[config.mk]
export PLATFORM = sky130hd
export DESIGN_NAME = track_top
export DESIGN_NICKNAME = d
export VERILOG_FILES = /design/src/rtl/track_pkg.sv /design/src/rtl/track_top.sv /design/src/rtl/centroid_accum.sv /design/src/rtl/centroid_divider.sv /design/src/rtl/chroma_threshold.sv /design/src/rtl/color_convert.sv
export VERILOG_INCLUDE_DIRS = /design/src /design/src/rtl
export SDC_FILE = /design/constraint.sdc
export NUM_CORES = 1
export LEC_CHECK = 0
export BUFFER_PORTS_ARGS = -buffer_cell sky130_fd_sc_hd__buf_2
export CORE_ASPECT_RATIO = 2
export CORE_MARGIN = 2
export CORE_UTILIZATION = 45
export CTS_BUF_LIST = sky130_fd_sc_hd__clkbuf_4 sky130_fd_sc_hd__clkbuf_8 sky130_fd_sc_hd__clkbuf_16
export DETAILED_ROUTE_END_ITERATION = 16
export SLEW_MARGIN = 0
export SYNTH_ARGS = -nofsm -noshare
export SYNTH_HDL_FRONTEND = slang
export SYNTH_HIERARCHICAL = 1
export SYNTH_SLANG_ARGS = --single-unit
[constraint.sdc]
create_clock -name clk_camera -period 12.51 [get_ports clk_camera]
set_input_delay 1.251 -clock clk_camera [delete_from_list [all_inputs] [get_ports clk_camera]]
set_output_delay 1.251 -clock clk_camera [all_outputs]
set_load 0.03 [all_outputs]
[src/rtl/track_cfg.svh]
`ifndef TRACK_CFG_SVH
`define TRACK_CFG_SVH

// frame coordinate widths
`define TRACK_H_BITS 11
`define TRACK_V_BITS 10

// per-frame coordinate sums, also the divider dividend
`define TRACK_SUM_BITS 32
// masked pixel count, enough for a full 1280x720 frame
`define TRACK_CNT_BITS 21

// inclusive chroma window, shared by cr and cb
`define TRACK_LOWER_BOUND 8'hA0
`define TRACK_UPPER_BOUND 8'hF0

// cr weights, applied as 112r - 94g - 18b
`define TRACK_CR_R 18'sd112
`define TRACK_CR_G 18'sd94
`define TRACK_CR_B 18'sd18

// cb weights, applied as -38r - 74g + 112b
`define TRACK_CB_R 18'sd38
`define TRACK_CB_G 18'sd74
`define TRACK_CB_B 18'sd112

// rounding term before the shift and the offset after it
`define TRACK_CHROMA_ROUND 18'sd128
`define TRACK_CHROMA_OFFSET 8'd128

`endif
[src/rtl/track_pkg.sv]
`default_nettype none

`include "track_cfg.svh"

package track_pkg;

  // rgb565 field split of one camera word
  typedef struct packed {
    logic [4:0] red;
    logic [5:0] green;
    logic [4:0] blue;
  } rgb565_t;

  // raw view as the word arrives, rgb view for the colour math
  typedef union packed {
    logic [15:0] raw;
    rgb565_t     rgb;
  } pixel_word_u;

  // pixel position in the frame
  typedef struct packed {
    logic [`TRACK_H_BITS-1:0] h;
    logic [`TRACK_V_BITS-1:0] v;
  } coord_t;

  // input beat, frame_end beats carry no pixel
  typedef struct packed {
    logic        valid;
    logic        frame_end;
    coord_t      coord;
    pixel_word_u pixel;
  } pixel_beat_t;

  // after colour conversion
  typedef struct packed {
    logic       valid;
    logic       frame_end;
    coord_t     coord;
    logic [7:0] cr;
    logic [7:0] cb;
  } chroma_beat_t;

  // after thresholding, masks already qualified by valid
  typedef struct packed {
    logic   valid;
    logic   frame_end;
    coord_t coord;
    logic   mask_cr;
    logic   mask_cb;
  } mask_beat_t;

endpackage

`default_nettype wire

[src/rtl/track_top.sv]
`timescale 1ns/1ps
`default_nettype none

`include "track_cfg.svh"

module track_top import track_pkg::*; (
  input  wire               clk_camera,
  input  wire               sys_rst_pixel,
  input  wire pixel_beat_t  pixel_i,
  output coord_t            centroid_cr_o,
  output coord_t            centroid_cb_o,
  output logic              centroid_cr_valid_o,
  output logic              centroid_cb_valid_o
);

  // 3 cycles of conversion, 1 of threshold
  chroma_beat_t chroma_beat;
  mask_beat_t   mask_beat;
  // copy of the mask beat with the cb mask moved into the mask_cr slot
  mask_beat_t   cb_beat;

  color_convert u_color_convert (
    .clk_camera    (clk_camera),
    .sys_rst_pixel (sys_rst_pixel),
    .beat_i        (pixel_i),
    .beat_o        (chroma_beat)
  );

  chroma_threshold u_chroma_threshold (
    .clk_camera    (clk_camera),
    .sys_rst_pixel (sys_rst_pixel),
    .beat_i        (chroma_beat),
    .beat_o        (mask_beat)
  );

  // accumulators only look at mask_cr
  assign cb_beat = '{valid:     mask_beat.valid,
                     frame_end: mask_beat.frame_end,
                     coord:     mask_beat.coord,
                     mask_cr:   mask_beat.mask_cb,
                     mask_cb:   1'b0};

  centroid_accum u_accum_cr (
    .clk_camera       (clk_camera),
    .sys_rst_pixel    (sys_rst_pixel),
    .beat_i           (mask_beat),
    .centroid_o       (centroid_cr_o),
    .centroid_valid_o (centroid_cr_valid_o)
  );

  centroid_accum u_accum_cb (
    .clk_camera       (clk_camera),
    .sys_rst_pixel    (sys_rst_pixel),
    .beat_i           (cb_beat),
    .centroid_o       (centroid_cb_o),
    .centroid_valid_o (centroid_cb_valid_o)
  );

endmodule

`default_nettype wire

[src/rtl/centroid_accum.sv]
`timescale 1ns/1ps
`default_nettype none

`include "track_cfg.svh"

module centroid_accum import track_pkg::*; (
  input  wire              clk_camera,
  input  wire              sys_rst_pixel,
  input  wire mask_beat_t  beat_i,
  output coord_t           centroid_o,
  output logic             centroid_valid_o
);

  // running totals of the current frame
  logic [`TRACK_SUM_BITS-1:0] sum_h_q;
  logic [`TRACK_SUM_BITS-1:0] sum_v_q;
  logic [`TRACK_CNT_BITS-1:0] cnt_q;
  // frame totals held for the dividers
  logic [`TRACK_SUM_BITS-1:0] tot_h_q;
  logic [`TRACK_SUM_BITS-1:0] tot_v_q;
  logic [`TRACK_CNT_BITS-1:0] tot_cnt_q;

  logic                       start_q;
  logic                       busy_q;
  logic                       frame_close;
  logic                       both_done;
  logic [`TRACK_SUM_BITS-1:0] h_ext;
  logic [`TRACK_SUM_BITS-1:0] v_ext;
  logic [`TRACK_SUM_BITS-1:0] quo_h;
  logic [`TRACK_SUM_BITS-1:0] quo_v;
  logic                       done_h;
  logic                       done_v;

  // a frame_end during a divide is dropped
  assign frame_close = beat_i.frame_end && !busy_q;
  // both axes start together so they finish together
  assign both_done   = done_h && done_v;
  assign h_ext = {{(`TRACK_SUM_BITS - `TRACK_H_BITS){1'b0}}, beat_i.coord.h};
  assign v_ext = {{(`TRACK_SUM_BITS - `TRACK_V_BITS){1'b0}}, beat_i.coord.v};

  always_ff @(posedge clk_camera) begin
    if (sys_rst_pixel) begin
      sum_h_q <= '0;
      sum_v_q <= '0;
      cnt_q   <= '0;
    end else if (frame_close) begin
      sum_h_q <= '0;
      sum_v_q <= '0;
      cnt_q   <= '0;
    end else if (beat_i.mask_cr) begin
      // mask bit is already gated by valid upstream
      sum_h_q <= sum_h_q + h_ext;
      sum_v_q <= sum_v_q + v_ext;
      cnt_q   <= cnt_q + `TRACK_CNT_BITS'(1);
    end
  end

  always_ff @(posedge clk_camera) begin
    if (frame_close) begin
      tot_h_q   <= sum_h_q;
      tot_v_q   <= sum_v_q;
      tot_cnt_q <= cnt_q;
    end
  end

  // empty frames skip the divide and keep the old centroid
  always_ff @(posedge clk_camera) begin
    if (sys_rst_pixel) begin
      start_q <= 1'b0;
      busy_q  <= 1'b0;
    end else begin
      start_q <= frame_close && (cnt_q != '0);
      if (frame_close && (cnt_q != '0)) begin
        busy_q <= 1'b1;
      end else if (both_done) begin
        busy_q <= 1'b0;
      end
    end
  end

  centroid_divider u_div_h (
    .clk_camera    (clk_camera),
    .sys_rst_pixel (sys_rst_pixel),
    .start_i       (start_q),
    .dividend_i    (tot_h_q),
    .divisor_i     (tot_cnt_q),
    .quotient_o    (quo_h),
    .done_o        (done_h)
  );

  centroid_divider u_div_v (
    .clk_camera    (clk_camera),
    .sys_rst_pixel (sys_rst_pixel),
    .start_i       (start_q),
    .dividend_i    (tot_v_q),
    .divisor_i     (tot_cnt_q),
    .quotient_o    (quo_v),
    .done_o        (done_v)
  );

  // hold register, the mean always fits the coordinate width
  always_ff @(posedge clk_camera) begin
    if (sys_rst_pixel) begin
      centroid_o       <= '0;
      centroid_valid_o <= 1'b0;
    end else begin
      centroid_valid_o <= both_done;
      if (both_done) begin
        centroid_o.h <= quo_h[`TRACK_H_BITS-1:0];
        centroid_o.v <= quo_v[`TRACK_V_BITS-1:0];
      end
    end
  end

endmodule

`default_nettype wire

[src/rtl/centroid_divider.sv]
`timescale 1ns/1ps
`default_nettype none

`include "track_cfg.svh"

module centroid_divider (
  input  wire                        clk_camera,
  input  wire                        sys_rst_pixel,
  input  wire                        start_i,
  input  wire [`TRACK_SUM_BITS-1:0]  dividend_i,
  input  wire [`TRACK_CNT_BITS-1:0]  divisor_i,
  output logic [`TRACK_SUM_BITS-1:0] quotient_o,
  output logic                       done_o
);

  localparam int unsigned STEP_BITS = $clog2(`TRACK_SUM_BITS);

  logic                       busy_q;
  logic [STEP_BITS-1:0]       step_q;
  logic [`TRACK_CNT_BITS-1:0] divisor_q;
  // remainder always stays below the divisor
  logic [`TRACK_CNT_BITS-1:0] rem_q;
  logic [`TRACK_CNT_BITS:0]   shifted;
  logic [`TRACK_CNT_BITS+1:0] trial;

  // next dividend bit comes off the top of the quotient shift register
  assign shifted = {rem_q, quotient_o[`TRACK_SUM_BITS-1]};
  assign trial   = {1'b0, shifted} - {2'b00, divisor_q};

  // one load cycle, then one bit per cycle
  always_ff @(posedge clk_camera) begin
    if (sys_rst_pixel) begin
      busy_q <= 1'b0;
      step_q <= '0;
      done_o <= 1'b0;
    end else begin
      done_o <= 1'b0;
      if (start_i && !busy_q) begin
        busy_q <= 1'b1;
        step_q <= '0;
      end else if (busy_q) begin
        step_q <= step_q + STEP_BITS'(1);
        // last bit lands together with done
        if (step_q == STEP_BITS'(`TRACK_SUM_BITS - 1)) begin
          busy_q <= 1'b0;
          done_o <= 1'b1;
        end
      end
    end
  end

  always_ff @(posedge clk_camera) begin
    if (start_i && !busy_q) begin
      quotient_o <= dividend_i;
      rem_q      <= '0;
      divisor_q  <= divisor_i;
    end else if (busy_q) begin
      // restore by simply keeping the shifted value
      if (!trial[`TRACK_CNT_BITS+1]) begin
        rem_q      <= trial[`TRACK_CNT_BITS-1:0];
        quotient_o <= {quotient_o[`TRACK_SUM_BITS-2:0], 1'b1};
      end else begin
        rem_q      <= shifted[`TRACK_CNT_BITS-1:0];
        quotient_o <= {quotient_o[`TRACK_SUM_BITS-2:0], 1'b0};
      end
    end
  end

endmodule

`default_nettype wire

[src/rtl/chroma_threshold.sv]
`timescale 1ns/1ps
`default_nettype none

`include "track_cfg.svh"

module chroma_threshold import track_pkg::*; (
  input  wire                clk_camera,
  input  wire                sys_rst_pixel,
  input  wire chroma_beat_t  beat_i,
  output mask_beat_t         beat_o
);

  logic cr_in_window;
  logic cb_in_window;

  // both window edges inclusive
  assign cr_in_window = (beat_i.cr >= `TRACK_LOWER_BOUND) &&
                        (beat_i.cr <= `TRACK_UPPER_BOUND);
  assign cb_in_window = (beat_i.cb >= `TRACK_LOWER_BOUND) &&
                        (beat_i.cb <= `TRACK_UPPER_BOUND);

  always_ff @(posedge clk_camera) begin
    if (sys_rst_pixel) begin
      beat_o.valid     <= 1'b0;
      beat_o.frame_end <= 1'b0;
      beat_o.mask_cr   <= 1'b0;
      beat_o.mask_cb   <= 1'b0;
    end else begin
      beat_o.valid     <= beat_i.valid;
      beat_o.frame_end <= beat_i.frame_end;
      // idle and frame_end beats never count as masked
      beat_o.mask_cr   <= beat_i.valid && cr_in_window;
      beat_o.mask_cb   <= beat_i.valid && cb_in_window;
    end
    beat_o.coord <= beat_i.coord;
  end

endmodule

`default_nettype wire

[src/rtl/color_convert.sv]
`timescale 1ns/1ps
`default_nettype none

`include "track_cfg.svh"

module color_convert import track_pkg::*; (
  input  wire               clk_camera,
  input  wire               sys_rst_pixel,
  input  wire pixel_beat_t  beat_i,
  output chroma_beat_t      beat_o
);

  // stage 1, expanded channels plus sideband
  logic       s1_valid;
  logic       s1_frame_end;
  coord_t     s1_coord;
  logic [7:0] s1_r;
  logic [7:0] s1_g;
  logic [7:0] s1_b;

  // stage 2, rounded weighted sums
  logic              s2_valid;
  logic              s2_frame_end;
  coord_t            s2_coord;
  logic signed [17:0] s2_cr_sum;
  logic signed [17:0] s2_cb_sum;

  // signed views of the 8 bit channels
  logic signed [17:0] r_ext;
  logic signed [17:0] g_ext;
  logic signed [17:0] b_ext;
  logic signed [17:0] cr_mix;
  logic signed [17:0] cb_mix;
  logic signed [17:0] cr_shift;
  logic signed [17:0] cb_shift;

  always_ff @(posedge clk_camera) begin
    if (sys_rst_pixel) begin
      s1_valid     <= 1'b0;
      s1_frame_end <= 1'b0;
    end else begin
      s1_valid     <= beat_i.valid;
      s1_frame_end <= beat_i.frame_end;
    end
    s1_coord <= beat_i.coord;
    // zero fill the low bits, 5:6:5 to 8:8:8
    s1_r <= {beat_i.pixel.rgb.red, 3'b000};
    s1_g <= {beat_i.pixel.rgb.green, 2'b00};
    s1_b <= {beat_i.pixel.rgb.blue, 3'b000};
  end

  assign r_ext = $signed({10'd0, s1_r});
  assign g_ext = $signed({10'd0, s1_g});
  assign b_ext = $signed({10'd0, s1_b});

  // worst case magnitude 112*255 + 128, fits 18 bit signed
  assign cr_mix = `TRACK_CR_R * r_ext - `TRACK_CR_G * g_ext - `TRACK_CR_B * b_ext
                  + `TRACK_CHROMA_ROUND;
  assign cb_mix = `TRACK_CB_B * b_ext - `TRACK_CB_R * r_ext - `TRACK_CB_G * g_ext
                  + `TRACK_CHROMA_ROUND;

  always_ff @(posedge clk_camera) begin
    if (sys_rst_pixel) begin
      s2_valid     <= 1'b0;
      s2_frame_end <= 1'b0;
    end else begin
      s2_valid     <= s1_valid;
      s2_frame_end <= s1_frame_end;
    end
    s2_coord  <= s1_coord;
    s2_cr_sum <= cr_mix;
    s2_cb_sum <= cb_mix;
  end

  // arithmetic shift keeps the sign of negative sums
  assign cr_shift = s2_cr_sum >>> 8;
  assign cb_shift = s2_cb_sum >>> 8;

  always_ff @(posedge clk_camera) begin
    if (sys_rst_pixel) begin
      beat_o.valid     <= 1'b0;
      beat_o.frame_end <= 1'b0;
    end else begin
      beat_o.valid     <= s2_valid;
      beat_o.frame_end <= s2_frame_end;
    end
    beat_o.coord <= s2_coord;
    // offset wraps modulo 256, only the low byte is kept
    beat_o.cr <= cr_shift[7:0] + `TRACK_CHROMA_OFFSET;
    beat_o.cb <= cb_shift[7:0] + `TRACK_CHROMA_OFFSET;
  end

endmodule

`default_nettype wire

==> flow_metrics.tcl <==
set metrics [dict create \
    hold_buffers 0 \
    syn-cell-area_sq_mm 0.0406 \
    crit_required_ps 13040 \
    clk_pin_slew_worst_paths_ps 60 \
    ys_warn_count 6 \
    cap_violations 0 \
    synth_area_per_cell_sq_um 11.1 \
    slew_headroom_pct 19.2 \
    start_util_pct 45.4 \
    period_share_pct 45.9 \
    cp_slowest_cell "fa_1" \
    path_delay_family "adder cells" \
    drtIter0Drc 1598 \
    clock_sinks 853 \
    p_per_area_mw_per_mm2 153 \
    leakagePower_nw 18.0 \
    antenna_cells 0 \
    postSynthCellCount 3662 \
    combPwrFrac_pct 18.9 \
    clockBufferDepth 3 \
    internal_power_w 0.00501 \
    fin_setup_tns_ps 0 \
    crit_buf_inv 2 \
    core_area_sq_mm 0.0894 \
    grt_pass1_wl_um 146000 \
    rsz0062_at_grt "no" \
    overflow 0 \
    gp_congestion 0.874 \
    path_max_fanout 7 \
    grt_pass1_vias 27400 \
    start_kind "register" \
    swShare_pct 26.8 \
    syn_nets 4015 \
    max_stage_delay_ps 550 \
    max_freq_mhz 174 \
    postRouteAntennaNets 0 \
    root_buffer "clkbuf_16" \
    cp_cell_sequence "inv_1 -> fa_1 -> fa_1 -> fa_1 -> inv_1 -> ha_1 -> a21o_1 -> a211oi_1 -> nor2_1 -> nor2_1 -> xor2_1 -> fa_1 -> ha_1 -> ha_1 -> a21o_1 -> a21oi_1 -> nor2_1 -> a2111oi_0 -> nand3_1" \
    critPathArrivalTime_ps 6270 \
    final_util_pct 50.2 \
    regToRegSetupSlack_ps 6760 \
    fill_cells 8078 \
    wl_met3_um 2800 \
    routed_wl_um 92300 \
    cts.repair.resized 0 \
    postCtsSetupBuffers 0 \
    first_pass_iters 5 \
    die_y_um 429 \
    finalHoldViolCount 0 \
    die_area_sq_mm 0.0928 \
    post_drt_wl_per_cell_um 18.6 \
    viasPerCell 5.52 \
    drc 0 \
    io-pin-count 85 \
    fp.dieW_um 216 \
    htreeDepth 3 \
    grt_max_degree 70 \
    setup.worst_path.class "reg2reg" \
    wl_met1_um 34600 \
    power.switching_w 0.00183 \
    dp_hpwl_um 66700 \
    grt_usage_pct 19.9 \
    drive_above_1_share_pct 12.6 \
    status "complete, no violations" \
    clkPwrFrac_pct 37.0 \
    vias 27400 \
    hold_class "reg2reg" \
    io_buffer_count 84 \
    nets 4076 \
    max-vdd-ir-drop_mv 0.158 \
    tightest_slew_ps 1200 \
    antenna_found_initial 0 \
    sequentialPowerShare_pct 44.1 \
    numCtsBuffers 80 \
    fin_crit_ps 5750 \
    cp-end-kind "register" \
    slew_viol_final 0 \
    cts_tree "done" \
    std_cell_rows 155 \
    cpMostUsedCell "fa_1" \
    wl_met2_um 51300 \
    worst_clock_skew_ps 23.8 \
    syn_to_final_growth_pct 10.5 \
    top_layer "met4" \
    setup_violations 0 \
    clkLatencyLatePin_ps 660 \
]
-- layout by cell type, fill, tap and decap left out, drive strengths merged, types with 52 or more instances in the layout --
master,count
a21o,54
a21oi,210
a32oi,52
buf,114
clkbuf,106
dfxtp,471
edfxtp,382
ha,268
inv,241
mux2,144
nand2,266
nand3,88
nand4,60
nor2,255
nor3,57
o21ai,151
xnor2,122
xor2,67
-- power by group through the flow --
stage	Sequential (W)	Clock (W)	Combinational [W]
6_report	0.00302	0.00253	0.00129
5_1_grt	0.00302	0.00272	0.00148
4_1_cts	0.00302	0.00262	0.00131
3_5_place_dp	0.00308	0	0.00130
3_3_place_gp	0.00308	0	0.00128
2_1_floorplan	0.00307	0	0.00104
-- worst register-to-register path: stages, from the launching register on --
cell and delay (ps):
dfxtp_1 450, inv_1 140, fa_1 550, fa_1 540
fa_1 550, inv_1 40, ha_1 340, a21o_1 220
a211oi_1 240, nor2_1 100, nor2_1 120, xor2_1 210
fa_1 430, ha_1 310, ha_1 400, a21o_1 210
a21oi_1 210, nor2_1 70, a2111oi_0 380, nand3_1 110
-- metrics by stage --
step	hold WS, ps	instances	setup slack [ps]	cell area, sq um	power (W)
floorplan	310	3662	7190	40600	0.00410
global placement	310	4818	6760	42100	0.00436
detailed placement	312	4818	6780	42100	0.00438
CTS	319	4966	6740	44900	0.00695
global route	320	4966	6410	44900	0.00722
finish	315	4966	6760	44900	0.00684
-- registers in the layout (all words and copies together), names as in the netlist, 24 cells and up --
| signal | count |
|---|---|
| u_accum_cr/sum_h_q | 32 |
| u_color_convert/beat_o | 39 |
| u_accum_cb/tot_h_q | 32 |
| u_accum_cr/tot_h_q | 32 |
| u_accum_cb/u_div_v/quotient_o | 32 |
| u_accum_cb/sum_h_q | 32 |
| u_accum_cb/tot_v_q | 32 |
| u_accum_cr/tot_v_q | 32 |
| u_accum_cr/u_div_h/quotient_o | 32 |
| u_chroma_threshold/beat_o | 24 |
| u_accum_cr/sum_v_q | 32 |
| u_accum_cr/u_div_v/quotient_o | 32 |
| u_accum_cb/sum_v_q | 32 |
| u_accum_cb/u_div_h/quotient_o | 32 |
-- layout make-up --
type / count / area (sq um) / area share, %
timing repair buffer: 114 / 648 / 1.44
clock buffer: 106 / 2310 / 5.15
multi-input combinational: 2437 / 18200 / 40.5
clock inverter: 42 / 443 / 0.987
tap: 1177 / 1470 / 3.28
inverter: 237 / 892 / 1.99
sequential: 853 / 20900 / 46.6
-- routing by layer --
layer  global-route usage, %  up-vias
met5                       0        -
met4                    8.67        0
met3                    2.58      183
met2                    38.7      431
met1                    20.9    13300
li1                        -    13500
-- worst paths after layout --
| path | from | to | cells after the start |
|---|---|---|---|
| worst max-delay path | u_color_convert/s1_g[5]$_DFF_P_ | u_color_convert/s2_cr_sum[15]$_DFF_P_ | 19 |
| worst min-delay path | u_color_convert/beat_o[25]$_DFF_P_ | u_chroma_threshold/beat_o[11]$_DFF_P_ | 0 |
| worst max register to register | u_color_convert/s1_g[5]$_DFF_P_ | u_color_convert/s2_cr_sum[15]$_DFF_P_ | 19 |
| worst min register to register | u_color_convert/beat_o[25]$_DFF_P_ | u_chroma_threshold/beat_o[11]$_DFF_P_ | 0 |
Note: power is estimated with default switching activity, not from simulation.
